**src/hw/riscv_isa_pkg.sv**
```systemverilog
`default_nettype none

package riscv_isa_pkg;

    // field widths of the base instruction format
    localparam int INSTR_W  = 32;
    localparam int OPCODE_W = 7;
    localparam int FUNCT3_W = 3;
    localparam int FUNCT7_W = 7;

    typedef logic [INSTR_W-1:0]  instr_t;
    typedef logic [OPCODE_W-1:0] opcode_t;
    typedef logic [FUNCT3_W-1:0] funct3_t;
    typedef logic [FUNCT7_W-1:0] funct7_t;

    // major opcodes handled here
    localparam opcode_t OPC_OP     = 7'b0110011;
    localparam opcode_t OPC_OP_IMM = 7'b0010011;

    // funct3, shared by OP and OP-IMM
    localparam funct3_t F3_ADD_SUB = 3'b000;
    localparam funct3_t F3_SLL     = 3'b001;
    localparam funct3_t F3_SLT     = 3'b010;
    localparam funct3_t F3_SLTU    = 3'b011;
    localparam funct3_t F3_XOR     = 3'b100;
    localparam funct3_t F3_SRL_SRA = 3'b101;
    localparam funct3_t F3_OR      = 3'b110;
    localparam funct3_t F3_AND     = 3'b111;

    // alternate encoding selects SUB and SRA/SRAI
    localparam funct7_t F7_BASE = 7'b0000000;
    localparam funct7_t F7_ALT  = 7'b0100000;

endpackage

`default_nettype wire

```
**src/hw/exec_pkg.sv**
```systemverilog
`default_nettype none

package exec_pkg;

    localparam int DATA_W     = 32;
    localparam int REG_ADDR_W = 5;
    localparam int NUM_REGS   = 1 << REG_ADDR_W;

    typedef logic [DATA_W-1:0]     data_t;
    typedef logic [REG_ADDR_W-1:0] reg_addr_t;

    // operations the ALU can carry out
    typedef enum logic [3:0] {
        ALU_ADD,
        ALU_SUB,
        ALU_AND,
        ALU_OR,
        ALU_XOR,
        ALU_SLT,
        ALU_SLTU,
        ALU_SLL,
        ALU_SRL,
        ALU_SRA
    } alu_op_t;

endpackage

`default_nettype wire

```
**src/hw/alu_decoder.sv**
```systemverilog
`timescale 1ns/1ps
`default_nettype none

module alu_decoder
    import riscv_isa_pkg::*;
    import exec_pkg::*;
(
    input  instr_t    instr,
    output alu_op_t   alu_op,
    output reg_addr_t rs1,
    output reg_addr_t rs2,
    output reg_addr_t rd,
    output data_t     imm,
    output logic      use_imm,
    output logic      legal
);

    opcode_t opcode;
    funct3_t funct3;
    funct7_t funct7;
    logic    is_op;
    logic    is_op_imm;
    logic    alt;
    logic    base;

    assign opcode = instr[6:0];
    assign funct3 = instr[14:12];
    assign funct7 = instr[31:25];

    assign rd  = instr[11:7];
    assign rs1 = instr[19:15];
    assign rs2 = instr[24:20];

    // I-type immediate, sign extended
    assign imm = {{(DATA_W-12){instr[31]}}, instr[31:20]};

    assign is_op     = (opcode == OPC_OP);
    assign is_op_imm = (opcode == OPC_OP_IMM);
    assign use_imm   = is_op_imm;

    assign alt  = (funct7 == F7_ALT);
    assign base = (funct7 == F7_BASE);

    always_comb begin
        alu_op = ALU_ADD;
        legal  = 1'b0;
        if (is_op || is_op_imm) begin
            case (funct3)
                F3_ADD_SUB: begin
                    // SUB only exists in register form
                    if (is_op && alt) begin
                        alu_op = ALU_SUB;
                        legal  = 1'b1;
                    end else begin
                        alu_op = ALU_ADD;
                        legal  = is_op_imm || base;
                    end
                end
                F3_SLL: begin
                    alu_op = ALU_SLL;
                    legal  = base;
                end
                F3_SRL_SRA: begin
                    alu_op = alt ? ALU_SRA : ALU_SRL;
                    legal  = base || alt;
                end
                F3_SLT: begin
                    alu_op = ALU_SLT;
                    legal  = is_op_imm || base;
                end
                F3_SLTU: begin
                    alu_op = ALU_SLTU;
                    legal  = is_op_imm || base;
                end
                F3_XOR: begin
                    alu_op = ALU_XOR;
                    legal  = is_op_imm || base;
                end
                F3_OR: begin
                    alu_op = ALU_OR;
                    legal  = is_op_imm || base;
                end
                F3_AND: begin
                    alu_op = ALU_AND;
                    legal  = is_op_imm || base;
                end
                default: begin
                    legal = 1'b0;
                end
            endcase
        end
    end

endmodule

`default_nettype wire

```
**src/hw/regfile.sv**
```systemverilog
`timescale 1ns/1ps
`default_nettype none

module regfile
    import exec_pkg::*;
(
    input  logic      clk,
    input  logic      rst_n,
    input  reg_addr_t raddr_a,
    input  reg_addr_t raddr_b,
    output data_t     rdata_a,
    output data_t     rdata_b,
    input  logic      we,
    input  reg_addr_t waddr,
    input  data_t     wdata
);

    // x0 is cleared on reset and never written
    data_t regs [0:NUM_REGS-1];

    always_ff @(posedge clk or negedge rst_n) begin
        if (!rst_n) begin
            for (int i = 0; i < NUM_REGS; i++) begin
                regs[i] <= '0;
            end
        end else if (we && (waddr != '0)) begin
            regs[waddr] <= wdata;
        end
    end

    assign rdata_a = regs[raddr_a];
    assign rdata_b = regs[raddr_b];

    // x0 reads zero even after a write aimed at it
    a_x0_zero_a: assert property (
        @(posedge clk) disable iff (!rst_n)
        (raddr_a == '0) |-> (rdata_a == '0)
    ) else $error("regfile: x0 read on port a returned nonzero data");

    a_x0_zero_b: assert property (
        @(posedge clk) disable iff (!rst_n)
        (raddr_b == '0) |-> (rdata_b == '0)
    ) else $error("regfile: x0 read on port b returned nonzero data");

endmodule

`default_nettype wire

```
**src/hw/alu.sv**
```systemverilog
`timescale 1ns/1ps
`default_nettype none

module alu
    import exec_pkg::*;
#(
    parameter int ALU_LATENCY = 4
) (
    input  logic    clk,
    input  logic    rst_n,
    input  data_t   operand1,
    input  data_t   operand2,
    input  logic    req_valid,
    input  alu_op_t alu_op,
    output data_t   result,
    output logic    resp_valid
);

    localparam int CNT_W = (ALU_LATENCY > 0) ? $clog2(ALU_LATENCY + 1) : 1;
    localparam logic [CNT_W-1:0] CNT_INIT = CNT_W'(ALU_LATENCY);

    typedef enum logic [1:0] {
        IDLE,
        PROCESSING,
        FINISH
    } state_t;

    state_t           state;
    state_t           next_state;
    logic [CNT_W-1:0] count;
    logic [4:0]       shamt;
    logic             lt_signed;
    logic             lt_unsigned;
    logic             done;

    assign shamt       = operand2[4:0];
    assign lt_signed   = $signed(operand1) < $signed(operand2);
    assign lt_unsigned = operand1 < operand2;
    assign done        = (state == PROCESSING) && (count == '0);

    always_ff @(posedge clk or negedge rst_n) begin
        if (!rst_n) begin
            state <= IDLE;
        end else begin
            state <= next_state;
        end
    end

    // countdown while processing, reloaded otherwise
    always_ff @(posedge clk or negedge rst_n) begin
        if (!rst_n) begin
            count <= CNT_INIT;
        end else if (state == PROCESSING) begin
            count <= count - 1'b1;
        end else begin
            count <= CNT_INIT;
        end
    end

    always_comb begin
        next_state = state;
        case (state)
            IDLE: begin
                if (req_valid) begin
                    next_state = PROCESSING;
                end
            end
            PROCESSING: begin
                if (count == '0) begin
                    next_state = FINISH;
                end
            end
            FINISH: begin
                next_state = IDLE;
            end
            default: begin
                next_state = IDLE;
            end
        endcase
    end

    always_ff @(posedge clk) begin
        if (done) begin
            case (alu_op)
                ALU_ADD:  result <= operand1 + operand2;
                ALU_SUB:  result <= operand1 - operand2;
                ALU_AND:  result <= operand1 & operand2;
                ALU_OR:   result <= operand1 | operand2;
                ALU_XOR:  result <= operand1 ^ operand2;
                ALU_SLT:  result <= {{(DATA_W-1){1'b0}}, lt_signed};
                ALU_SLTU: result <= {{(DATA_W-1){1'b0}}, lt_unsigned};
                ALU_SLL:  result <= operand1 << shamt;
                ALU_SRL:  result <= operand1 >> shamt;
                ALU_SRA:  result <= data_t'($signed(operand1) >>> shamt);
                default:  result <= '0;
            endcase
        end
    end

    assign resp_valid = (state == FINISH);

    // requester must hold its request until the response
    a_req_stable: assert property (
        @(posedge clk) disable iff (!rst_n)
        (state == PROCESSING) |-> ($stable(operand1) && $stable(operand2) && $stable(alu_op))
    ) else $error("alu: request changed while processing");

endmodule

`default_nettype wire

```
**src/hw/issue_ctrl.sv**
```systemverilog
`timescale 1ns/1ps
`default_nettype none

module issue_ctrl
    import exec_pkg::*;
(
    input  logic      clk,
    input  logic      rst_n,
    input  logic      instr_valid,
    input  logic      legal,
    input  alu_op_t   alu_op_in,
    input  reg_addr_t rd_in,
    input  data_t     rs1_data,
    input  data_t     rs2_data,
    input  data_t     imm,
    input  logic      use_imm,
    output logic      busy,
    output logic      illegal,
    output data_t     operand_a,
    output data_t     operand_b,
    output alu_op_t   alu_op,
    output logic      req_valid,
    input  data_t     result,
    input  logic      resp_valid,
    output logic      we,
    output reg_addr_t waddr,
    output data_t     wdata,
    output logic      wb_valid,
    output reg_addr_t wb_rd,
    output data_t     wb_data
);

    typedef enum logic {
        IDLE,
        WAIT
    } state_t;

    state_t    state;
    reg_addr_t rd_q;
    logic      accept;

    // strobes while busy are dropped
    assign accept = instr_valid && legal && (state == IDLE);

    always_ff @(posedge clk or negedge rst_n) begin
        if (!rst_n) begin
            state     <= IDLE;
            req_valid <= 1'b0;
            illegal   <= 1'b0;
        end else begin
            req_valid <= accept;
            illegal   <= instr_valid && !legal && (state == IDLE);
            case (state)
                IDLE: begin
                    if (accept) begin
                        state <= WAIT;
                    end
                end
                WAIT: begin
                    if (resp_valid) begin
                        state <= IDLE;
                    end
                end
                default: begin
                    state <= IDLE;
                end
            endcase
        end
    end

    // operands held for the whole ALU request
    always_ff @(posedge clk) begin
        if (accept) begin
            operand_a <= rs1_data;
            operand_b <= use_imm ? imm : rs2_data;
            alu_op    <= alu_op_in;
            rd_q      <= rd_in;
        end
    end

    assign busy     = (state == WAIT);
    assign wb_valid = (state == WAIT) && resp_valid;
    assign wb_rd    = rd_q;
    assign wb_data  = result;

    // write port mirrors the write-back report
    assign we    = wb_valid;
    assign waddr = rd_q;
    assign wdata = result;

    a_no_stray_resp: assert property (
        @(posedge clk) disable iff (!rst_n)
        (state == IDLE) |-> !resp_valid
    ) else $error("issue_ctrl: ALU response without a request");

endmodule

`default_nettype wire

```
**src/hw/exec_top.sv**
```systemverilog
`timescale 1ns/1ps
`default_nettype none

module exec_top
    import riscv_isa_pkg::*;
    import exec_pkg::*;
#(
    parameter int ALU_LATENCY = 4
) (
    input  logic      clk,
    input  logic      rst_n,
    input  instr_t    instr,
    input  logic      instr_valid,
    output logic      busy,
    output logic      wb_valid,
    output reg_addr_t wb_rd,
    output data_t     wb_data,
    output logic      illegal
);

    // decoded fields
    alu_op_t   dec_op;
    reg_addr_t rs1;
    reg_addr_t rs2;
    reg_addr_t rd;
    data_t     imm;
    logic      use_imm;
    logic      legal;

    // register file
    data_t     rs1_data;
    data_t     rs2_data;
    logic      we;
    reg_addr_t waddr;
    data_t     wdata;

    // ALU request and response
    data_t     operand_a;
    data_t     operand_b;
    alu_op_t   alu_op;
    logic      req_valid;
    data_t     result;
    logic      resp_valid;

    alu_decoder u_decoder (
        .instr   (instr),
        .alu_op  (dec_op),
        .rs1     (rs1),
        .rs2     (rs2),
        .rd      (rd),
        .imm     (imm),
        .use_imm (use_imm),
        .legal   (legal)
    );

    regfile u_regfile (
        .clk     (clk),
        .rst_n   (rst_n),
        .raddr_a (rs1),
        .raddr_b (rs2),
        .rdata_a (rs1_data),
        .rdata_b (rs2_data),
        .we      (we),
        .waddr   (waddr),
        .wdata   (wdata)
    );

    issue_ctrl u_issue (
        .clk         (clk),
        .rst_n       (rst_n),
        .instr_valid (instr_valid),
        .legal       (legal),
        .alu_op_in   (dec_op),
        .rd_in       (rd),
        .rs1_data    (rs1_data),
        .rs2_data    (rs2_data),
        .imm         (imm),
        .use_imm     (use_imm),
        .busy        (busy),
        .illegal     (illegal),
        .operand_a   (operand_a),
        .operand_b   (operand_b),
        .alu_op      (alu_op),
        .req_valid   (req_valid),
        .result      (result),
        .resp_valid  (resp_valid),
        .we          (we),
        .waddr       (waddr),
        .wdata       (wdata),
        .wb_valid    (wb_valid),
        .wb_rd       (wb_rd),
        .wb_data     (wb_data)
    );

    alu #(
        .ALU_LATENCY (ALU_LATENCY)
    ) u_alu (
        .clk        (clk),
        .rst_n      (rst_n),
        .operand1   (operand_a),
        .operand2   (operand_b),
        .req_valid  (req_valid),
        .alu_op     (alu_op),
        .result     (result),
        .resp_valid (resp_valid)
    );

endmodule

`default_nettype wire

```
**config.mk**
```make
export PLATFORM = sky130hd
export DESIGN_NAME = exec_top
export DESIGN_NICKNAME = d
export VERILOG_FILES = /design/src/hw/riscv_isa_pkg.sv /design/src/hw/exec_pkg.sv /design/src/hw/alu_decoder.sv /design/src/hw/regfile.sv /design/src/hw/alu.sv /design/src/hw/issue_ctrl.sv /design/src/hw/exec_top.sv
export SDC_FILE = /design/constraint.sdc
export NUM_CORES = 2
export LEC_CHECK = 0
export BUFFER_PORTS_ARGS = -buffer_cell sky130_fd_sc_hd__buf_2
export CAP_MARGIN = 20
export CORE_ASPECT_RATIO = 0.9
export CORE_MARGIN = 1
export CORE_UTILIZATION = 45
export CTS_CLUSTER_SIZE = 14
export DETAILED_ROUTE_END_ITERATION = 10
export REMOVE_ABC_BUFFERS = 1
export SLEW_MARGIN = 10
export SYNTH_ARGS = -nofsm -noshare
export SYNTH_HDL_FRONTEND = slang
export SYNTH_SLANG_ARGS = --single-unit
```
**constraint.sdc**
```tcl
create_clock -name clk -period 10.6 [get_ports clk]
set_input_delay 1.06 -clock clk [delete_from_list [all_inputs] [get_ports clk]]
set_output_delay 1.06 -clock clk [all_outputs]
set_load 0.02 [all_outputs]
```
Word-level counts from Yosys, hierarchy flattened. Index checks and enable logic that the tools add are counted.

Register bits: 1137. Latch bits: 0. Bits in writable memories: 0. Memory bits (read-only): 0. Input port bits: 35. Logic and storage cells: 129. Memories kept: 0.

Add/subtract/negate cells: 3. Multipliers: 0. Div/mod/pow operators: 0. $lt $le $gt $ge: 6. Equal/unequal tests: 23. Shifts and indexed selects: 3. Mux-type cells: 24. Bitwise gates (word level): 7. Reductions and logical operators: 21.

Operators by type and width (count): $bwmux W1024 (1); $bmux W32 S5 (2); $pmux W32 S10 (1); $mux W32 (6); $demux W32 S5 (1); $lt A32 B32 Y1 (2); $add A32 B32 Y32 (1); $and A32 B32 Y32 (1); $or A32 B32 Y32 (1); $pmux W4 S8 (1); $shl A32 B5 Y32 (1); $shr A32 B5 Y32 (1); $sshr A32 B5 Y32 (1); $sub A32 B32 Y32 (1); $xor A32 B32 Y32 (1); $ge A6 B6 Y1 const B (3); $not A5 Y6 (3); $eq A4 B3 Y1 const B (4); $eq A7 B6 Y1 const B (2); $eq A3 B3 Y1 const B (4); $logic_and A1 B1 Y1 (9); $eq A4 B2 Y1 const B (2); $eq A4 B4 Y1 const B (2); $eq A7 B5 Y1 const B (1); 24 further kinds (35).

Logic depth before layout (Yosys ltp).
Depth after elaboration: 9. Depth in mapped cells: 13.

Modules after synthesis. Synthesis repeated with hierarchy kept, for this count alone.

Cell total of the unflattened synthesis: 6109. Area, all modules: 69257.7 um2.

By module, submodules not included: regfile (instances 1, cells each 4601, area each 55942.4 um2); alu (instances 1, cells each 1250, area each 9427.8 um2); issue_ctrl (instances 1, cells each 187, area each 3370.7 um2); alu_decoder (instances 1, cells each 71, area each 516.7 um2).

Worst setup path after synthesis. OpenSTA, ideal clock, no wires.

Path type: input port to flip-flop. From: in instr[27]. To: reg u_issue.req_valid. Setup time: 0.893 ns. Arrival: 9.556 ns. Data required time: 9.707 ns. Path slack: 0.151 ns. Cell stages on the path: 4. Buffers on the path: 0. Cells stage by stage: or4_1 > nor3_1 > a22oi_1 > nor4b_1.

Longest elaborated chain between the ends: 7. Elaborated cells on any way between the ends: 10.

RTL lines: from (decl) (line exec_top.sv:12) `input instr_t instr,`; $eq A7 B6 Y1 or $logic_not A7 Y1 (tied branches) (line alu_decoder.sv:41, alu_decoder.sv:42); $logic_and A1 B1 Y1 or $logic_or A1 B1 Y1 (tied branches); $mux W1 (line alu_decoder.sv:51) `if (is_op && alt) begin`; $pmux W1 S4 * (line alu_decoder.sv:48) `case (funct3)`; $mux W1 * (line alu_decoder.sv:47) `if (is_op || is_op_imm) begin`; $logic_and A1 B1 Y1 * (2 in a row) (line issue_ctrl.sv:43) `assign accept = instr_valid && legal && (state == IDLE);`; named net u_issue.accept (line issue_ctrl.sv:40) `logic accept;`; to (signal assigned) (line issue_ctrl.sv:51) `req_valid <= accept;`; to (decl) (line issue_ctrl.sv:22) `output logic req_valid,`.

Mark *: on every way through the listed nets, which the timed path passes. The rest lies on a longest branch. A chain may end at the register's enable or synchronous reset.

Worst setup path in the final report.
From: reg u_issue.operand_b[4]. To: reg u_alu.result[26] (data pin).

Longest elaborated chain between the ends: 2. Elaborated cells on any way between the ends: 6.

RTL lines: from (decl) (line issue_ctrl.sv:20) `output data_t operand_b,`; from (signal assigned) (line issue_ctrl.sv:75) `operand_b <= use_imm ? imm : rs2_data;`; $sub A32 B32 Y32 (tied with other cells) (line alu.sv:86) `ALU_SUB: result <= operand1 - operand2;`; $pmux W32 S10 * (line alu.sv:84) `case (alu_op)`; to (signal assigned) (line alu.sv:85) `ALU_ADD: result <= operand1 + operand2;`; to (signal assigned) (line alu.sv:86); to (signal assigned) (line alu.sv:87) `ALU_AND: result <= operand1 & operand2;`; to (decl) (line alu.sv:15) `output data_t result,`.

Every way passes the cells marked *; elsewhere a longest branch is shown, timed or not.

==> impl_results.html <==
<table>
<tr><th>Metric</th><th>Value</th></tr>
<tr><th colspan="2">Setup path</th></tr>
<tr><td>Crit path cell chain</td><td>buf_4 -&gt; inv_1 -&gt; ha_1 -&gt; nor2_1 -&gt; a211o_1 -&gt; a21oi_1 -&gt; nand4b_1 -&gt; a31o_2 -&gt; a2111oi_1 -&gt; o21a_1 -&gt; o31ai_1</td></tr>
<tr><td>Maximum cell stage delay along the critical path</td><td>about 570 ps</td></tr>
<tr><td>Critical Path Sink Type</td><td>flip-flop</td></tr>
<tr><td>Origin of the critical flop-to-flop path</td><td>u_issue.operand_b[4]</td></tr>
<tr><td>Start point of the critical path</td><td>u_issue.operand_b[4]</td></tr>
<tr><td>Critical path fanouts, max</td><td>52</td></tr>
<tr><td>Slowest library cell on the worst path</td><td>ha_1</td></tr>
<tr><td>Critical setup path kind</td><td>reg2reg</td></tr>
<tr><td>Worst EP arrival</td><td>5120 ps</td></tr>
<tr><td>Worst EP required</td><td>11050 ps</td></tr>
<tr><td>Buffer and inverter count on the worst path</td><td>2</td></tr>
<tr><td>Critical Path Start Type</td><td>flip-flop</td></tr>
<tr><td>Critical path's top delay family</td><td>compound AO/OA/AOI/OAI gates</td></tr>
<tr><th colspan="2">STA</th></tr>
<tr><td>Relative max-transition margin</td><td>22.4%</td></tr>
<tr><td>Fraction of the cycle the final worst path needs</td><td>44.0%</td></tr>
<tr><td>Aggregate negative setup slack</td><td>0 ps</td></tr>
<tr><td>Slew at the pin with the worst max-slew slack</td><td>1160 ps</td></tr>
<tr><td>Fin. Hold Viols</td><td>0</td></tr>
<tr><td>Setup clock skew after layout</td><td>42.2 ps</td></tr>
<tr><td>Smallest setup slack after layout</td><td>around 6000 ps</td></tr>
<tr><td>Maximum frequency from static timing analysis</td><td>214 MHz</td></tr>
<tr><td>Shortest clock period the worst path allows after layout</td><td>roughly 4700 ps</td></tr>
<tr><td>Unrepaired setup endpoints after global routing</td><td>no</td></tr>
<tr><td>Fin. max-slew vios</td><td>0</td></tr>
<tr><td>Count of endpoints failing setup in the final report</td><td>0</td></tr>
<tr><th colspan="2">Status</th></tr>
<tr><td>Result of the run</td><td>complete, no violations</td></tr>
<tr><th colspan="2">CTS</th></tr>
<tr><td>Longest Clk Path Bufs</td><td>3</td></tr>
<tr><td>Clock tree root driver cell</td><td>clkbuf_16</td></tr>
<tr><td>Number of buffers created by CTS</td><td>117</td></tr>
<tr><td>H-tree levels</td><td>3</td></tr>
<tr><td>Worst-Skew Late Latency</td><td>770 ps</td></tr>
<tr><td>Post-CTS Hold Fix Bufs</td><td>0</td></tr>
<tr><td>Clock Sinks</td><td>1137</td></tr>
<tr><td>Clock tree from TritonCTS</td><td>done</td></tr>
<tr><td>Buffer count from post-CTS setup fixing</td><td>0</td></tr>
<tr><td>Number of gates given a new drive strength after cts</td><td>0</td></tr>
<tr><td>Clock-pin slew on the worst setup and hold paths</td><td>60 ps</td></tr>
<tr><th colspan="2">Synth</th></tr>
<tr><td>Synth async-reset ratio</td><td>90.8%</td></tr>
<tr><td>Synth unique cells</td><td>81</td></tr>
<tr><td>Cell with the most instances after synthesis</td><td>dfrtp_1</td></tr>
<tr><td>Cell types occupying the most area after synthesis</td><td>dfrtp_1 39%, mux4_2 24%, mux2_2 18%</td></tr>
<tr><td>Number of synthesized register bits</td><td>~1100</td></tr>
<tr><td>Syn. warnings</td><td>0</td></tr>
<tr><td>Post-synth EDFFs</td><td>105</td></tr>
<tr><td>Seq/Total Area, Yosys</td><td>44.1%</td></tr>
<tr><td>Post-synth top area share</td><td>39.2%</td></tr>
<tr><td>Gate count of the mapped netlist</td><td>4549</td></tr>
<tr><td>Largest area contributor in the synthesized netlist</td><td>dfrtp_1</td></tr>
<tr><td>Top_reg_cell synth</td><td>dfrtp_1</td></tr>
<tr><td>Cell area after synthesis</td><td>0.0657 sq mm</td></tr>
<tr><td>Mean instance size in the synthesized netlist</td><td>14.5 sq um</td></tr>
<tr><td>Most frequent cells after synthesis</td><td>1031 x dfrtp_1, 1026 x mux2_2, 696 x mux4_2</td></tr>
<tr><th colspan="2">Route</th></tr>
<tr><td>Initial detailed-routing violation count</td><td>4185</td></tr>
<tr><td>Met3 layer wire length in the routed design</td><td>15.2 mm</td></tr>
<tr><td>Wire length per cell after detailed routing</td><td>32.3 um</td></tr>
<tr><td>Remaining antenna violation count</td><td>0</td></tr>
<tr><td>Vias per inst</td><td>6.61</td></tr>
<tr><td>Number of iterations in the first detailed-routing pass</td><td>6</td></tr>
<tr><td>Post-route DRC violation count</td><td>0</td></tr>
<tr><td>Routed length on met2</td><td>96.5 mm</td></tr>
<tr><td>Routed wire length</td><td>207 mm</td></tr>
<tr><td>Total via count in the routed design</td><td>approximately 42000</td></tr>
<tr><td>M1 WL</td><td>around 90 mm</td></tr>
<tr><td>Highest routed metal layer</td><td>met5</td></tr>
<tr><th colspan="2">Power</th></tr>
<tr><td>VDD IR max</td><td>0.000129 V</td></tr>
<tr><td>Static Leak</td><td>roughly 32 nW</td></tr>
<tr><td>Total power density per cell area</td><td>125 mW/mm^2</td></tr>
<tr><th colspan="2">Final layout</th></tr>
<tr><td>Count of filler cells inserted in the layout</td><td>12400</td></tr>
<tr><td>Final nets</td><td>4511</td></tr>
<tr><td>Share of post-route cells with drive strength above 1</td><td>47.9%</td></tr>
<tr><td>Area growth from synthesis to final layout</td><td>9.26%</td></tr>
<tr><td>N_diodes</td><td>0</td></tr>
<tr><td>Area of the multi-input gates</td><td>about 0.035 sq mm</td></tr>
<tr><td>Post-route cell area</td><td>0.0718 sq mm</td></tr>
<tr><td>Reg area</td><td>0.0290 sq mm</td></tr>
<tr><th colspan="2">Die</th></tr>
<tr><td>Starting Density</td><td>roughly 45%</td></tr>
<tr><td>Height of the chip</td><td>365 um</td></tr>
<tr><td>Total I/O pin count</td><td>75</td></tr>
<tr><td>Rows</td><td>132</td></tr>
<tr><td>Die Width</td><td>405 um</td></tr>
<tr><td>Standard cell core area</td><td>approximately 0.14 sq mm</td></tr>
<tr><td>Die area</td><td>~0.15 sq mm</td></tr>
<tr><th colspan="2">Place</th></tr>
<tr><td>Cell area after placement</td><td>between 0.06 and 0.07 sq mm</td></tr>
<tr><td>Worst slack after detailed placement</td><td>5600 ps</td></tr>
<tr><td>Port bufs</td><td>74</td></tr>
<tr><td>Routability Congestion</td><td>~0.99</td></tr>
<tr><td>Detailed Place HPWL</td><td>122 mm</td></tr>
<tr><th colspan="2">Global routing</th></tr>
<tr><td>Maximum number of pins on one net before global-route repair</td><td>between 150 and 200</td></tr>
<tr><td>Global Route Usage Sum</td><td>roughly 28%</td></tr>
<tr><td>Overall overflow remaining after global route</td><td>0</td></tr>
<tr><td>First-pass GRT wire length</td><td>305 mm</td></tr>
<tr><td>Antenna violations before repair</td><td>3</td></tr>
<tr><td>Vias in the first global route</td><td>around 43000</td></tr>
<tr><th colspan="2">Hold path</th></tr>
<tr><td>Class of the tightest hold or removal check</td><td>in2async</td></tr>
<tr><th colspan="2">Run</th></tr>
<tr><td>Max-cap violations</td><td>0</td></tr>
</table>
[layer usage]
layer | global-route usage, % | up-vias
met1 | 40.5 | 23100
met5 | 0 | -
met2 | 44.1 | 1689
met4 | 8.47 | 2
met3 | 5.69 | 334
li1 | - | 17300
[cells in the final DEF, fill, tap and decap left out, types with 19 or more instances in the layout]
cell,instances
o211ai_1,27
mux4_2,696
inv_1,101
a22oi_1,21
nor3_1,31
o21ai_0,104
a21oi_1,137
mux2_2,1026
a211oi_1,19
clkinv_2,21
buf_4,105
nor2_1,144
mux2i_1,71
buf_2,64
clkbuf_8,19
clkbuf_16,119
nand2_1,105
dfrtp_1,1031
ha_1,99
clkbuf_1,34
edfxtp_1,105
nand3_1,22
[cell type report]
cell class	count	area share (%)
Clock buffer	172	4.69
Clock inverter	45	0.634
Inverter	106	0.554
Multi-Input combinational cell	2828	48.4
Sequential cell	1137	40.3
Tap cell	1943	3.38
Timing Repair Buffer	185	1.96
[worst register-to-register path, stage by stage (launching register included)]
cell	delay [ps]
edfxtp_1	330
buf_4	460
inv_1	520
ha_1	570
nor2_1	120
a211o_1	340
a21oi_1	500
nand4b_1	410
a31o_2	350
a2111oi_1	530
o21a_1	200
o31ai_1	60
[registers in the layout, indices dropped and copies added (netlist names)]
signal             count
u_issue.operand_b     32
u_alu.state            2
u_alu.result          32
u_issue.illegal        1
u_issue.alu_op         4
u_issue.busy           1
u_issue.waddr          5
u_regfile.regs      1024
u_alu.count            3
u_issue.operand_a     32
u_issue.req_valid      1
[through the flow]
stage	utilization (%)	cells	power [mW]	hold WS (ps)
floorplan	-	4071	4.58	365
global route	49.7	6416	9.24	323
detailed placement	47.0	6197	4.86	382
global placement	47.0	6196	4.86	377
finish	49.7	6416	8.97	281
CTS	49.7	6414	9.06	298
[final timing paths]
check | end | slack, ps | cells after the start
worst min-delay path | u_regfile.regs[450] | 280 | 1
worst max register to register | u_alu.result[26] | 5940 | 11
max in group asynchronous | u_regfile.regs[613] | 8040 | 3
worst max-delay path | u_alu.result[26] | 5940 | 11
min in group clk | u_regfile.regs[1021] | 390 | 0
worst min register to register | u_regfile.regs[1021] | 390 | 0
[power breakdown]
part	switching (mW)	internal, mW	total [mW]
Sequential	0.00112	4.39	4.39
Combinational	0.257	0.117	0.375
Clock	1.82	2.39	4.21
[cells by family (layout without fill, tap and decap cells)]
family                     Yosys count  count (layout)  synth area share (%)
AOI/OAI and AO/OA                  481             481                  4.73
xor gates and xnor gates            20              20                 0.266
adders and majority gates          101             101                  1.94
buffers and inverters              584             508                  3.39
DFF                               1137            1137                  44.1
muxes                             1797            1797                  42.6
and+or+nand+nor                    429             429                  3.03
(Power assumes the default switching activity.)
